--- src/include/rv32i_decode_cfg.svh ---
// RV32I decoder configuration: word, register-address and byte-enable widths
`ifndef RV32I_DECODE_CFG_SVH
`define RV32I_DECODE_CFG_SVH

// Instruction and immediate width
`define XLEN_W 32

// Register file address width
`define REG_ADDR_W 5

// One enable per data-memory byte lane
`define DM_BE_W 4

`endif

--- src/logic/rv32i_decode_pkg.sv ---
// RV32I decoder types shared by the decode stages and the top level
`default_nettype none

package rv32i_decode_pkg;

   // Opcode category from inst[6:2]
   typedef enum logic [3:0] {
      CLS_NONE     = 4'd0,
      CLS_LOAD     = 4'd1,
      CLS_MISC_MEM = 4'd2,
      CLS_OP_IMM   = 4'd3,
      CLS_AUIPC    = 4'd4,
      CLS_STORE    = 4'd5,
      CLS_OP       = 4'd6,
      CLS_LUI      = 4'd7,
      CLS_BRANCH   = 4'd8,
      CLS_JALR     = 4'd9,
      CLS_JAL      = 4'd10,
      CLS_SYSTEM   = 4'd11,
      CLS_UNSUP    = 4'd12
   } op_class_t;

   // One-hot immediate format, bit order I U R J B S
   typedef enum logic [5:0] {
      FMT_NONE = 6'b000000,
      FMT_I    = 6'b100000,
      FMT_U    = 6'b010000,
      FMT_R    = 6'b001000,
      FMT_J    = 6'b000100,
      FMT_B    = 6'b000010,
      FMT_S    = 6'b000001
   } imm_fmt_t;

   // ALU operation, encodings fixed for the execute stage
   typedef enum logic [3:0] {
      ALU_ADD  = 4'd0,
      ALU_SUB  = 4'd1,
      ALU_SLL  = 4'd2,
      ALU_SLT  = 4'd3,
      ALU_XOR  = 4'd4,
      ALU_SRL  = 4'd5,
      ALU_SRA  = 4'd6,
      ALU_OR   = 4'd7,
      ALU_AND  = 4'd8,
      ALU_UNKN = 4'd15
   } alu_op_t;

   typedef enum logic {
      OP1_RS1 = 1'b0,
      OP1_PC  = 1'b1
   } op1_sel_t;

   typedef enum logic [1:0] {
      OP2_RS2  = 2'd0,
      OP2_IMM  = 2'd1,
      OP2_UNKN = 2'd3
   } op2_sel_t;

endpackage

`default_nettype wire

--- src/logic/inst_fields_if.sv ---
// Decoded instruction fields from the extraction stage to the decode stages
`default_nettype none
`include "rv32i_decode_cfg.svh"

interface inst_fields_if
   import rv32i_decode_pkg::*;
();

   op_class_t              op_class;
   logic [2:0]             funct3;
   logic [6:0]             funct7;
   // inst[30], selects SUB and arithmetic shifts
   logic                   shamt_hint;
   logic [`XLEN_W-1:0]     immediate;

   modport src (output op_class, funct3, funct7, shamt_hint, immediate);

   modport dst (input op_class, funct3, funct7, shamt_hint, immediate);

endinterface

`default_nettype wire

--- src/logic/inst_field_decode.sv ---
// RV32I field extraction: opcode class, immediate format, immediate and registers
`default_nettype none
`include "rv32i_decode_cfg.svh"

module inst_field_decode
   import rv32i_decode_pkg::*;
(
   input  wire                        clk,
   input  wire                        FD_reset,
   input  wire [`XLEN_W-1:0]          inst,
   output logic [`REG_ADDR_W-1:0]     a_rs1,
   output logic [`REG_ADDR_W-1:0]     a_rs2,
   output logic [`REG_ADDR_W-1:0]     a_rd,
   inst_fields_if.src                 fields,
   output logic                       exception_unsupported_category
);

   op_class_t             cls;
   imm_fmt_t              fmt;
   logic                  shamt_form;
   logic [`XLEN_W-1:0]    imm;

   // Blank the whole decode while in reset
   always_comb begin
      if (!FD_reset) begin
         cls = CLS_NONE;
      end else begin
         case (inst[6:2])
            5'b00000: cls = CLS_LOAD;
            5'b00011: cls = CLS_MISC_MEM;
            5'b00100: cls = CLS_OP_IMM;
            5'b00101: cls = CLS_AUIPC;
            5'b01000: cls = CLS_STORE;
            5'b01100: cls = CLS_OP;
            5'b01101: cls = CLS_LUI;
            5'b11000: cls = CLS_BRANCH;
            5'b11001: cls = CLS_JALR;
            5'b11011: cls = CLS_JAL;
            5'b11100: cls = CLS_SYSTEM;
            default:  cls = CLS_UNSUP;
         endcase
      end
   end

   always_comb begin
      case (cls)
         CLS_LOAD, CLS_MISC_MEM, CLS_OP_IMM, CLS_JALR, CLS_SYSTEM: fmt = FMT_I;
         CLS_LUI, CLS_AUIPC: fmt = FMT_U;
         CLS_OP:             fmt = FMT_R;
         CLS_JAL:            fmt = FMT_J;
         CLS_BRANCH:         fmt = FMT_B;
         CLS_STORE:          fmt = FMT_S;
         default:            fmt = FMT_NONE;
      endcase
   end

   // SLLI/SRLI/SRAI carry a zero-extended shift amount
   assign shamt_form = (cls == CLS_OP_IMM) && (inst[13:12] == 2'b01);

   always_comb begin
      case (fmt)
         FMT_I: imm = shamt_form ? {27'b0, inst[24:20]} : {{21{inst[31]}}, inst[30:20]};
         FMT_U: imm = {inst[31:12], 12'b0};
         FMT_J: imm = {{12{inst[31]}}, inst[19:12], inst[20], inst[30:21], 1'b0};
         FMT_B: imm = {{20{inst[31]}}, inst[7], inst[30:25], inst[11:8], 1'b0};
         FMT_S: imm = {{21{inst[31]}}, inst[30:25], inst[11:8], inst[7]};
         default: imm = '0;
      endcase
   end

   // LUI adds its immediate to x0
   assign a_rs1 = (cls == CLS_LUI) ? '0 : inst[19:15];
   assign a_rs2 = inst[24:20];
   assign a_rd  = inst[11:7];

   assign fields.op_class   = cls;
   assign fields.funct3     = inst[14:12];
   assign fields.funct7     = inst[31:25];
   assign fields.shamt_hint = inst[30];
   assign fields.immediate  = imm;

   assign exception_unsupported_category = (cls == CLS_UNSUP);

   // Every recognized class has exactly one immediate format
   a_fmt_onehot: assert property (@(posedge clk)
      !(cls inside {CLS_NONE, CLS_UNSUP}) |-> $onehot(fmt));

endmodule

`default_nettype wire

--- src/logic/alu_ctrl_decode.sv ---
// RV32I ALU control decode: operation, operand selects and signedness
`default_nettype none

module alu_ctrl_decode
   import rv32i_decode_pkg::*;
(
   inst_fields_if.dst     fields,
   output logic           alu_is_signed,
   output op1_sel_t       aluop1_sel,
   output op2_sel_t       aluop2_sel,
   output alu_op_t        alu_op,
   output logic           alu_regwrite
);

   logic is_reg_op;

   assign is_reg_op = (fields.op_class == CLS_OP);

   always_comb begin
      // Idle ALU defaults
      alu_is_signed = 1'b1;
      aluop1_sel    = OP1_RS1;
      aluop2_sel    = OP2_UNKN;
      alu_op        = ALU_UNKN;
      alu_regwrite  = 1'b0;

      case (fields.op_class)
         CLS_OP_IMM, CLS_OP: begin
            alu_regwrite = 1'b1;
            aluop2_sel   = is_reg_op ? OP2_RS2 : OP2_IMM;
            case (fields.funct3)
               // Only the register form has SUB
               3'b000: alu_op = (is_reg_op && fields.shamt_hint) ? ALU_SUB : ALU_ADD;
               3'b001: alu_op = ALU_SLL;
               3'b010: alu_op = ALU_SLT;
               3'b011: begin
                  alu_op        = ALU_SLT;
                  alu_is_signed = 1'b0;
               end
               3'b100: alu_op = ALU_XOR;
               3'b101: alu_op = fields.shamt_hint ? ALU_SRA : ALU_SRL;
               3'b110: alu_op = ALU_OR;
               default: alu_op = ALU_AND;
            endcase
         end
         CLS_LUI, CLS_AUIPC: begin
            alu_regwrite = 1'b1;
            alu_op       = ALU_ADD;
            aluop2_sel   = OP2_IMM;
            if (fields.op_class == CLS_AUIPC) begin
               aluop1_sel = OP1_PC;
            end
         end
         // Link address add, operands come from the core
         CLS_JAL, CLS_JALR: begin
            alu_regwrite = 1'b1;
            alu_op       = ALU_ADD;
            aluop2_sel   = OP2_RS2;
         end
         default: ;
      endcase
   end

endmodule

`default_nettype wire

--- src/logic/mem_access_decode.sv ---
// RV32I memory access decode: byte enables, signedness and misalignment
`default_nettype none
`include "rv32i_decode_cfg.svh"

module mem_access_decode
   import rv32i_decode_pkg::*;
(
   input  wire                      clk,
   input  wire [1:0]                aluout_1_0,
   inst_fields_if.dst               fields,
   output logic [`DM_BE_W-1:0]      dm_be,
   output logic                     dm_we,
   output logic                     mem_is_signed,
   output logic                     load_regwrite,
   output logic                     mem_illegal,
   output logic                     exception_load_misaligned,
   output logic                     exception_store_misaligned
);

   logic                   is_load;
   logic                   is_store;
   logic                   load_ok;
   logic                   store_ok;
   logic [`DM_BE_W-1:0]    acc_be;
   logic                   acc_misaligned;

   assign is_load  = (fields.op_class == CLS_LOAD);
   assign is_store = (fields.op_class == CLS_STORE);

   // LB LH LW LBU LHU are the only loads, SB SH SW the only stores
   assign load_ok  = (fields.funct3[1:0] != 2'b11) && (fields.funct3 != 3'b110);
   assign store_ok = (fields.funct3 <= 3'b010);

   // Lanes by access size, misaligned accesses enable none
   always_comb begin
      acc_be         = '0;
      acc_misaligned = 1'b0;
      case (fields.funct3[1:0])
         2'b00: acc_be = {{(`DM_BE_W-1){1'b0}}, 1'b1} << aluout_1_0;
         2'b01: begin
            acc_misaligned = aluout_1_0[0];
            if (!aluout_1_0[0]) begin
               acc_be = aluout_1_0[1] ? 4'b1100 : 4'b0011;
            end
         end
         2'b10: begin
            acc_misaligned = |aluout_1_0;
            if (aluout_1_0 == 2'b00) begin
               acc_be = '1;
            end
         end
         default: ;
      endcase
   end

   assign dm_we         = is_store;
   assign dm_be         = ((is_load && load_ok) || (is_store && store_ok)) ? acc_be : '0;
   assign mem_is_signed = is_load && (fields.funct3[2:1] == 2'b00);
   assign load_regwrite = is_load;
   assign mem_illegal   = (is_load && !load_ok) || (is_store && !store_ok);

   assign exception_load_misaligned  = is_load && load_ok && acc_misaligned;
   assign exception_store_misaligned = is_store && store_ok && acc_misaligned;

   // A faulting access must not touch memory
   a_no_lanes_on_fault: assert property (@(posedge clk)
      (exception_load_misaligned || exception_store_misaligned) |-> (dm_be == '0));

endmodule

`default_nettype wire

--- src/logic/flow_sys_decode.sv ---
// RV32I control flow and system decode: jumps, branches, MRET, CSR and traps
`default_nettype none

module flow_sys_decode
   import rv32i_decode_pkg::*;
(
   input  wire            clk,
   inst_fields_if.dst     fields,
   output logic           jump,
   output logic           link,
   output logic           jr,
   output logic           br,
   output logic           pc_update,
   output logic           pc_mepc,
   output logic           csr_read,
   output logic           csr_write,
   output logic           csr_set,
   output logic           csr_clear,
   output logic           csr_imm,
   output logic           csr_regwrite,
   output logic           flow_illegal,
   output logic           exception_ecall,
   output logic           exception_ebreak
);

   always_comb begin
      jump             = 1'b0;
      link             = 1'b0;
      jr               = 1'b0;
      br               = 1'b0;
      pc_update        = 1'b0;
      pc_mepc          = 1'b0;
      csr_read         = 1'b0;
      csr_write        = 1'b0;
      csr_set          = 1'b0;
      csr_clear        = 1'b0;
      csr_imm          = 1'b0;
      csr_regwrite     = 1'b0;
      flow_illegal     = 1'b0;
      exception_ecall  = 1'b0;
      exception_ebreak = 1'b0;

      case (fields.op_class)
         CLS_JAL: begin
            jump = 1'b1;
            link = 1'b1;
         end
         CLS_JALR: begin
            jr   = 1'b1;
            link = 1'b1;
         end
         CLS_BRANCH: begin
            // Comparator picks the condition, 010 and 011 are reserved
            br           = 1'b1;
            flow_illegal = (fields.funct3[2:1] == 2'b01);
         end
         CLS_SYSTEM: begin
            if (fields.funct3 == 3'b000) begin
               case (fields.funct7)
                  // imm[0] tells EBREAK from ECALL
                  7'b0000000: begin
                     exception_ecall  = ~fields.immediate[0];
                     exception_ebreak = fields.immediate[0];
                  end
                  7'b0011000: begin
                     pc_update = 1'b1;
                     pc_mepc   = 1'b1;
                  end
                  default: flow_illegal = 1'b1;
               endcase
            end else if (fields.funct3 == 3'b100) begin
               flow_illegal = 1'b1;
            end else begin
               csr_read     = 1'b1;
               csr_regwrite = 1'b1;
               csr_imm      = fields.funct3[2];
               csr_write    = (fields.funct3[1:0] == 2'b01);
               csr_set      = (fields.funct3[1:0] == 2'b10);
               csr_clear    = (fields.funct3[1:0] == 2'b11);
            end
         end
         default: ;
      endcase
   end

   // CSR update kinds are mutually exclusive
   a_csr_op_exclusive: assert property (@(posedge clk)
      $onehot0({csr_write, csr_set, csr_clear}));

endmodule

`default_nettype wire

--- src/logic/instruction_decoder.sv ---
// RV32I instruction decoder top, merges stage results into writeback and faults
`default_nettype none
`include "rv32i_decode_cfg.svh"

module instruction_decoder
   import rv32i_decode_pkg::*;
(
   input  wire                        clk,
   input  wire                        FD_reset,
   input  wire [`XLEN_W-1:0]          inst,
   input  wire [1:0]                  aluout_1_0,
   output logic [`XLEN_W-1:0]         immediate,
   output logic                       alu_is_signed,
   output op1_sel_t                   aluop1_sel,
   output op2_sel_t                   aluop2_sel,
   output alu_op_t                    alu_op,
   output logic                       pc_update,
   output logic                       pc_mepc,
   output logic                       regwrite,
   output logic                       jump,
   output logic                       link,
   output logic                       jr,
   output logic                       br,
   output logic [`DM_BE_W-1:0]        dm_be,
   output logic                       dm_we,
   output logic                       mem_is_signed,
   output logic                       csr_read,
   output logic                       csr_write,
   output logic                       csr_set,
   output logic                       csr_clear,
   output logic                       csr_imm,
   output logic [`REG_ADDR_W-1:0]     a_rs1,
   output logic [`REG_ADDR_W-1:0]     a_rs2,
   output logic [`REG_ADDR_W-1:0]     a_rd,
   output logic [2:0]                 funct3,
   output logic [6:0]                 funct7,
   output logic                       exception_unsupported_category,
   output logic                       exception_illegal_instruction,
   output logic                       exception_load_misaligned,
   output logic                       exception_store_misaligned,
   output logic                       exception_ecall,
   output logic                       exception_ebreak
);

   // Writeback requests and illegal flags from the stages
   logic alu_regwrite;
   logic load_regwrite;
   logic csr_regwrite;
   logic mem_illegal;
   logic flow_illegal;

   inst_fields_if fields_bus ();

   inst_field_decode u_fields (
      .clk                            (clk),
      .FD_reset                       (FD_reset),
      .inst                           (inst),
      .a_rs1                          (a_rs1),
      .a_rs2                          (a_rs2),
      .a_rd                           (a_rd),
      .fields                         (fields_bus.src),
      .exception_unsupported_category (exception_unsupported_category)
   );

   alu_ctrl_decode u_alu (
      .fields        (fields_bus.dst),
      .alu_is_signed (alu_is_signed),
      .aluop1_sel    (aluop1_sel),
      .aluop2_sel    (aluop2_sel),
      .alu_op        (alu_op),
      .alu_regwrite  (alu_regwrite)
   );

   mem_access_decode u_mem (
      .clk                        (clk),
      .aluout_1_0                 (aluout_1_0),
      .fields                     (fields_bus.dst),
      .dm_be                      (dm_be),
      .dm_we                      (dm_we),
      .mem_is_signed              (mem_is_signed),
      .load_regwrite              (load_regwrite),
      .mem_illegal                (mem_illegal),
      .exception_load_misaligned  (exception_load_misaligned),
      .exception_store_misaligned (exception_store_misaligned)
   );

   flow_sys_decode u_flow (
      .clk              (clk),
      .fields           (fields_bus.dst),
      .jump             (jump),
      .link             (link),
      .jr               (jr),
      .br               (br),
      .pc_update        (pc_update),
      .pc_mepc          (pc_mepc),
      .csr_read         (csr_read),
      .csr_write        (csr_write),
      .csr_set          (csr_set),
      .csr_clear        (csr_clear),
      .csr_imm          (csr_imm),
      .csr_regwrite     (csr_regwrite),
      .flow_illegal     (flow_illegal),
      .exception_ecall  (exception_ecall),
      .exception_ebreak (exception_ebreak)
   );

   assign immediate = fields_bus.immediate;
   assign funct3    = fields_bus.funct3;
   assign funct7    = fields_bus.funct7;

   assign exception_illegal_instruction = mem_illegal | flow_illegal;

   // Any fault cancels the writeback
   assign regwrite = (alu_regwrite | load_regwrite | csr_regwrite)
                     & ~(exception_unsupported_category
                         | exception_illegal_instruction
                         | exception_load_misaligned
                         | exception_store_misaligned);

endmodule

`default_nettype wire

--- config.mk ---
export PLATFORM = sky130hd
export DESIGN_NAME = instruction_decoder
export DESIGN_NICKNAME = d
export VERILOG_FILES = /design/src/logic/rv32i_decode_pkg.sv /design/src/logic/inst_fields_if.sv /design/src/logic/inst_field_decode.sv /design/src/logic/alu_ctrl_decode.sv /design/src/logic/mem_access_decode.sv /design/src/logic/flow_sys_decode.sv /design/src/logic/instruction_decoder.sv
export VERILOG_INCLUDE_DIRS = /design/src /design/src/include
export SDC_FILE = /design/constraint.sdc
export NUM_CORES = 1
export LEC_CHECK = 0
export ABC_AREA = 1
export ABC_CLOCK_PERIOD_IN_PS = 2900
export BUFFER_PORTS_ARGS = -buffer_cell sky130_fd_sc_hd__buf_2
export CAP_MARGIN = 20
export CORE_UTILIZATION = 46
export DETAILED_ROUTE_END_ITERATION = 16
export PLACE_DENSITY = 0.86
export RECOVER_POWER = 100
export SYNTH_ARGS = -nofsm -noshare
export SYNTH_HDL_FRONTEND = slang
export SYNTH_HIERARCHICAL = 1
export SYNTH_SLANG_ARGS = --single-unit
--- constraint.sdc ---
create_clock -name vclk -period 2.9
set_input_delay 0.29 -clock vclk [all_inputs]
set_output_delay 0.29 -clock vclk [all_outputs]
set_load 0.05 [all_outputs]
# After elaboration in Yosys (flattened, before gate mapping)
# Memories as Yosys holds them, arrays and structs flattened.
# Index checks and enable logic that the tools add are counted.
# totals
output_inout_bits	89
romBits	224
word_cells	122
inputBits	36
n_memories	2
reg_bits	0
# op_classes
mux	53
bitwise	9
reduce_logical	27
n_eq_ne	29
n_lt_le_gt_ge	1
shift	1
# mem_list
memory	words	word_bits	rd	rd_clocked_by_memory_dff	wr	line_no	rtl
(name not given)	32	4	1	0	0	inst_field_decode.sv:28	case (inst[6:2])
(name not given)	16	6	1	0	0	inst_field_decode.sv:46	case (cls)
# op_table
operator	n
$pmux 32 s5	1
$mux 1	38
$mux 32	1
$pmux 4 s6	1
$eq 4x4->1 const B	5
$mux 4	5
$eq 4x3->1 const B	4
$pmux 4 s3	1
$reduce_or 2->1	6
$logic_and 1x1->1	10
$eq 3x3->1 const B	3
$pmux 4 s2	1
$eq 7x5->1 const B	1
$logic_not 7->1	1
$eq 3x2->1 const B	2
$eq 6x1->1 const B	1
$eq 6x2->1 const B	1
$eq 6x3->1 const B	1
$eq 6x5->1 const B	1
$eq 6x6->1 const B	1
$logic_not 2->1	3
$or 1x1->1	6
$pmux 2 s3	1
$reduce_or 6->1	1
other kinds (18)	24

# Longest topological paths before layout
# Gate-level depths: netlist (run 1).
# logic_depth
ltp_word	11
ltp_mapped	18
depth_no_buf	17

# Cells and area by module
# The synthesis (run 1) kept the hierarchy.
# modules_own_cells
mod	n_inst	seq_area_each_um2	cells_per_inst	area_each_um2
inst_field_decode	1	0.0	216	1231.2
mem_access_decode	1	0.0	58	277.8
flow_sys_decode	1	0.0	44	232.7
alu_ctrl_decode	1	0.0	51	220.2
instruction_decoder	1	0.0	7	31.3

# Worst setup path after synthesis (run 1)
# No wires, ideal clock.
# synth_timing
kind	input to output
startpoint	in inst[2]
endpoint	out regwrite
slack_ns	-0.484
required_time_ns	2.610
path_stages	13
n_path_buf	1
t_arrival_ns	3.094
path_cell_list	inv_1 -> ha_1 -> inv_1 -> nand2_1 -> o21ai_0 -> o221ai_1 -> nand3_1 -> inv_1 -> nand4_2 -> nor2_1 -> buf_4 -> nor3_1 -> nor2_1
# synth_via
elab_cells_between_ends	32
classes_between	eq/ne (11); mux (4); bitwise (8); reduce/logical (8); memory (1)
# synth_rtl
element	line_no	rtl
from (decl)	instruction_decoder.sv:10	input wire [`XLEN_W-1:0] inst,
$mem_v2 32x4	-	
$mux 4	inst_field_decode.sv:25	if (!FD_reset) begin
via fields_bus.op_class[1]	inst_fields_if.sv:9	op_class_t op_class;
$eq 4x4->1	-	
$mux 1	-	
via csr_read	instruction_decoder.sv:27	output logic csr_read,
$or 1x1->1	instruction_decoder.sv:114	assign regwrite = (alu_regwrite | load_regwrite | csr_regwrite)
$and 1x1->1	instruction_decoder.sv:115	& ~(exception_unsupported_category
to (decl)	instruction_decoder.sv:19	output logic regwrite,
# The timed path passes the listed nets, and every way through them passes these cells.

# Worst setup path after layout (run 1)
# layout_timing
startpoint	in inst[2]
endpoint	out immediate[9]
# layout_via
elab_chain_len	6
elab_cells_between_ends	12
classes_between	eq/ne (6); mux (3); reduce/logical (1); memory (2)
# layout_lines
element	line_no	rtl
$mem_v2 32x4 (*)	-	
$mux 4 (*)	inst_field_decode.sv:25	
branches (longest 3 deep; another with $mem_v2 16x6)	-	
$pmux 32 s5 (*)	inst_field_decode.sv:61	case (fmt)
to (decl)	instruction_decoder.sv:12	output logic [`XLEN_W-1:0] immediate,
# Every way passes the cells marked *.

==> results.cfg, run 1 <==
[finish]
num_antenna_cells = 0
fillers = 385
num-clock-buffers = 0
seq_cell_count = 0
drive_gt1_frac = 0.3959
regArea_um2 = 0
syn2layout_area_growth_pct = 41.93
nets = 539

[yosys]
synthSimpleGateAreaFrac = 0.6441
synthAdderAreaFrac = 0.06905
synth_most_common_cell = nand2_1
synth_compound_area_frac = 0.06277
synthTopCellsByCount = nand2_1, inv_1, nand3_1, nand4_1, buf_4
synthXorXnorAreaFrac = 0
avgSynthCellArea_um2 = 5.301
ys_types = 27
synth_warnings = 6
yosys.area.top_type = nand2_1
ys_top_cells_by_area = nand2_1, nand3_1, buf_4
synth_seq_area_share = 0
synth_mux_area_frac = 0
synth_top_family_by_area = simple AND/OR/NAND/NOR gates
synth_top_area_share = 0.2034
syn_nets = 423
synth_cells = 376
netlist_area_um2 = 1993

[drt]
drc = 0
drt-initial-drc-count = 262
vias = 2875
route.final.wire_length_um = 6588
wl_per_cell_um = 12.20
vias_per_cell = 5.324
firstDrtPassIters = 5
ant_nets = 0

[job]
drv_cap = 0

[status]
status = finished clean

[worst_setup_path]
cp_slowest_cell = buf_2
cp_data_required_time_ps = 2610
cp.arrival_ps = 2460
worstPathCellList = buf_2, inv_1, ha_2, inv_1, nand2_1, o21ai_2, o221ai_2, nand3_2, ha_4, inv_1, nand3_2, nand2_2, buf_4, nand4_1, nand3_1, buf_2
cp_common_cell = inv_1
crit_family = buffers and inverters
critPathKind = in -> out
cpPeakStageDelay_ps = 260
critPathBufInv = 6
worstSetupEndpointType = output port
path_max_fanout = 7
cp-start-kind = primary input

[sta]
whs_ps = 947.5
worst_slew_pin_slew_ps = 600.4
finalCritPeriodShare = 0.9494
setup_viol = 0
hold_violations = 0
fmax_ghz = 0.3632
timing.setup.tns_ps = 0
report.final.slew_viol_count = 0
fin_crit_ps = 2753
max_slew_margin = 0.6015

[pwr]
p_leak_nw = 1.675
worst_ir_drop_vdd_v = 0.0001276
power.total_mw = 0.7643
powerDensity_nw_per_um2 = 270.2

[global_routing]
antenna_found_initial = 0
grtUsageTotal = 0.2510
grt_pass1_wl_um = 9377
gr-total-overflow = 0
grt_pass1_vias = 2277
grt_max_degree = 20

[placed_design]
dpl.hpwl_um = 5024
io_buffers = 122
gp_congestion = 0.9052

[die]
chipWidth_um = 67.83
rows = 23
ios = 125
die_h_um = 67.83
core_area_um2 = 4086
initial_core_util = 0.4878
die_area_um2 = 4600

[clocking]
cts-hold-fix-buffers = 0

[worst_hold_path]
min_path_type = in -> out
==> path summary, 6_finish.rpt <==
check,from,endpoint,slack [ps],cells past startpoint
setup / recovery,inst[2],immediate[9],150,16
hold / removal,inst[11],immediate[4],950,4
==> report_power, final <==
group	switching, mW	internal, mW
combinational	0.564	0.200
sequential	0	0
clock	0	0
==> cells in the final DEF, fill, tap and decap left out, types with 2 or more instances in the layout <==
| master | count |
|---|---|
| nand2_1 | 103 |
| buf_2 | 71 |
| inv_1 | 50 |
| nand3_1 | 40 |
| buf_4 | 37 |
| nand4_1 | 27 |
| nor2_1 | 23 |
| clkbuf_1 | 20 |
| nand2_2 | 15 |
| nor2_2 | 13 |
| nor3_1 | 9 |
| inv_2 | 9 |
| nand3_2 | 8 |
| clkbuf_4 | 7 |
| ha_1 | 7 |
| buf_6 | 6 |
| o211ai_1 | 6 |
| nor2_4 | 5 |
| a21oi_1 | 4 |
| nand2_4 | 4 |
| o21ai_1 | 4 |
| nand3_4 | 3 |
| nand4_2 | 3 |
| buf_8 | 2 |
| o21ai_0 | 2 |
| ha_4 | 2 |
| ha_2 | 2 |
==> layout make-up <==
type	instances	area, um^2	share of cell area
inverter	60	229.0	0.08094
multi-input combinational	287	1679	0.5935
tap	50	62.56	0.02211
timing repair buffer	143	858.3	0.3034
==> tightest hold or removal path, stage by stage <==
cell and delay (ps):
buf_2 90, nand2_1 50, nand2_1 70, buf_6 150
==> layer usage <==
layer | vias up | wire length, um | share of wire | track usage
li1 | 1437 | - | - | -
met1 | 1309 | 2714 | 0.41 | 0.3051
met2 | 119 | 3411 | 0.52 | 0.4889
met3 | 10 | 366 | 0.056 | 0.005000
met4 | 0 | 96 | 0.015 | 0.04427
met5 | - | 0 | 0 | 0
==> stage by stage <==
| step | instances | cell area [um^2] | util | setup WS (ps) |
|---|---|---|---|---|
| floorplan | 376 | 2021 | - | -230.6 |
| global placement | 539 | 2630 | 0.6436 | 1.839 |
| detailed placement | 539 | 2630 | 0.6436 | -87.21 |
| CTS | 539 | 2684 | 0.6568 | 2.865 |
| global route | 540 | 2829 | 0.6923 | -27.34 |
| finish | 540 | 2829 | 0.6923 | 146.6 |
==> logic make-up after synthesis <==
group | Yosys count
simple gates | 256
buf+inv | 90
compound gates | 19
fa+ha+maj | 11
==> what timing repair did <==
item,4_1_cts,5_1_grt
cloned,0,1
pin swaps,1,12
setup endpoints to repair,15,34
gates resized for setup,19,54
buffers inserted,0,0
hold endpoints to repair,0,0
No activity file was read; power rests on OpenSTA's default activity.
==> run 2: changes to the inputs <==
- CORE_MARGIN: unset -> 5
- RECOVER_POWER: 100 -> 25
==> run 2 against run 1 <==
First-iteration DRC count shrank 12%. Sequential share of layout area is the same. Via count shrank 2.3%. Critical path depth is the same. Flip-flop and latch count is the same. Clock-buffer cell count is the same. Non-clock buffer count shrank 1. Cell count grew 0.19%. Utilization shrank 2.8 points. Wire length grew 5.1%. Largest power group unchanged.
==> results.cfg, run 2 (synthesized netlist as in run 1, its figures left out) <==
[placed_design]
pre_cts_ws_ps = -21.37
gp_congestion = 0.8504
io_buffers = 122
dpl.hpwl_um = 5347

[drt]
wl_per_cell_um = 12.80
vias_per_cell = 5.192
firstDrtPassIters = 4
drc = 0
route.final.wire_length_um = 6924
ant_nets = 0
drt-initial-drc-count = 230
vias = 2809

[worst_setup_path]
cp-start-kind = primary input
critPathBufInv = 5
cp.arrival_ps = 2430
path_max_fanout = 12
worstSetupEndpointType = output port
cp_data_required_time_ps = 2610
cp_common_cell = inv_1
cpPeakStageDelay_ps = 290
crit_cells = 16
cp_slowest_cell = ha_4
crit_family = simple AND/OR/NAND/NOR gates
worstPathCellList = buf_2, inv_1, ha_1, inv_1, nand2_2, o21ai_2, o221ai_2, nand3_2, ha_4, inv_1, nand3_2, nand3_4, nor2_4, nand2_2, nand4_1, buf_6
critPathKind = in -> out

[sta]
finalCritPeriodShare = 0.9382
hold_violations = 0
setup_viol = 0
worst_slew_pin_slew_ps = 618.6
layout_setup_ws_ps = 179.3
report.final.slew_viol_count = 0
max_slew_margin = 0.5893
fmax_ghz = 0.3676
fin_crit_ps = 2721

[finish]
final_cell_mix = nand2_1, buf_2, inv_1, nand3_1, buf_4
layout_commonest_cell = nand2_1
num-clock-buffers = 0
seq_cell_count = 0
nets = 538
fillers = 430
num_antenna_cells = 0
drive_gt1_frac = 0.3947
final_util = 0.6640
regArea_um2 = 0
syn2layout_area_growth_pct = 42.06

[global_routing]
gr-total-overflow = 0
grt_max_degree = 20
grtUsageTotal = 0.2124
grt_pass1_vias = 2346
grt_pass1_wl_um = 10220
antenna_found_initial = 0

[die]
die_area_um2 = 5749
chipWidth_um = 75.83
die_h_um = 75.83
rows = 24
ios = 125
core_area_um2 = 4264
initial_core_util = 0.4674

[pwr]
power.total_mw = 0.7690
powerDensity_nw_per_um2 = 271.6
p_leak_nw = 1.648
worst_ir_drop_vdd_v = 0.0001531

[status]
status = finished clean

[worst_hold_path]
min_path_type = in -> out
hold_depth = 4

[job]
drv_cap = 0

[clocking]
cts-hold-fix-buffers = 0
## run 2: cell count changes in the layout (fill, tap and decap cells not counted), moves of 2 or more
| cell | before | now |
|---|---|---|
| clkbuf_1 | 20 | 22 |
| buf_6 | 6 | 10 |
| buf_2 | 71 | 67 |
| nand2_2 | 15 | 17 |
## run 2: where the power goes
part / total [mW] / switching [mW] / internal (mW) / leakage (nW)
clock: 0 / 0 / 0 / 0
sequential: 0 / 0 / 0 / 0
combinational: 0.769 / 0.566 / 0.202 / 1.65
total: 0.769 / 0.566 / 0.202 / 1.65
## run 2: metal layers
| metal | track usage | up-vias | part of all wire |
|---|---|---|---|
| met5 | 0 | - | 0 |
| met4 | 0.03495 | 0 | 0.012 |
| met3 | 0.01055 | 10 | 0.065 |
| met2 | 0.3793 | 105 | 0.51 |
| met1 | 0.2836 | 1267 | 0.41 |
| li1 | - | 1427 | - |
## run 2: final cells by class
type / count / area, um^2 / area share
Tap cell: 52 / 65.06 / 0.02298
Timing Repair Buffer: 142 / 860.8 / 0.3040
Multi-Input combinational cell: 287 / 1677 / 0.5921
Inverter: 60 / 229.0 / 0.08087
## run 2: final timing paths
path / startpoint / end
max: inst[2] / immediate[22]
min: inst[8] / immediate[1]
## run 2: through the flow
step | setup TNS (ps) | instance area [um^2] | hold WS, ps | std cells
6_report | 0 | 2831 | 937.8 | 541
5_1_grt | -12.47 | 2831 | 976.5 | 541
4_1_cts | 0 | 2653 | 885.0 | 539
3_5_place_dp | -184.1 | 2618 | 885.3 | 539
3_3_place_gp | -0.5977 | 2618 | 881.7 | 539
2_1_floorplan | -230.6 | 2021 | 747.1 | 376
## run 2: worst min-delay path: stages
cell	delay, ps
buf_2	80
nand2_1	40
nand2_1	70
buf_6	150
## run 2: what timing repair did
item / in CTS / in global routing
buffers inserted: 0 / 1
cloned: 0 / 1
endpoints found under the setup margin: 14 / 35
gates resized for setup: 14 / 69
pin swaps: 0 / 11
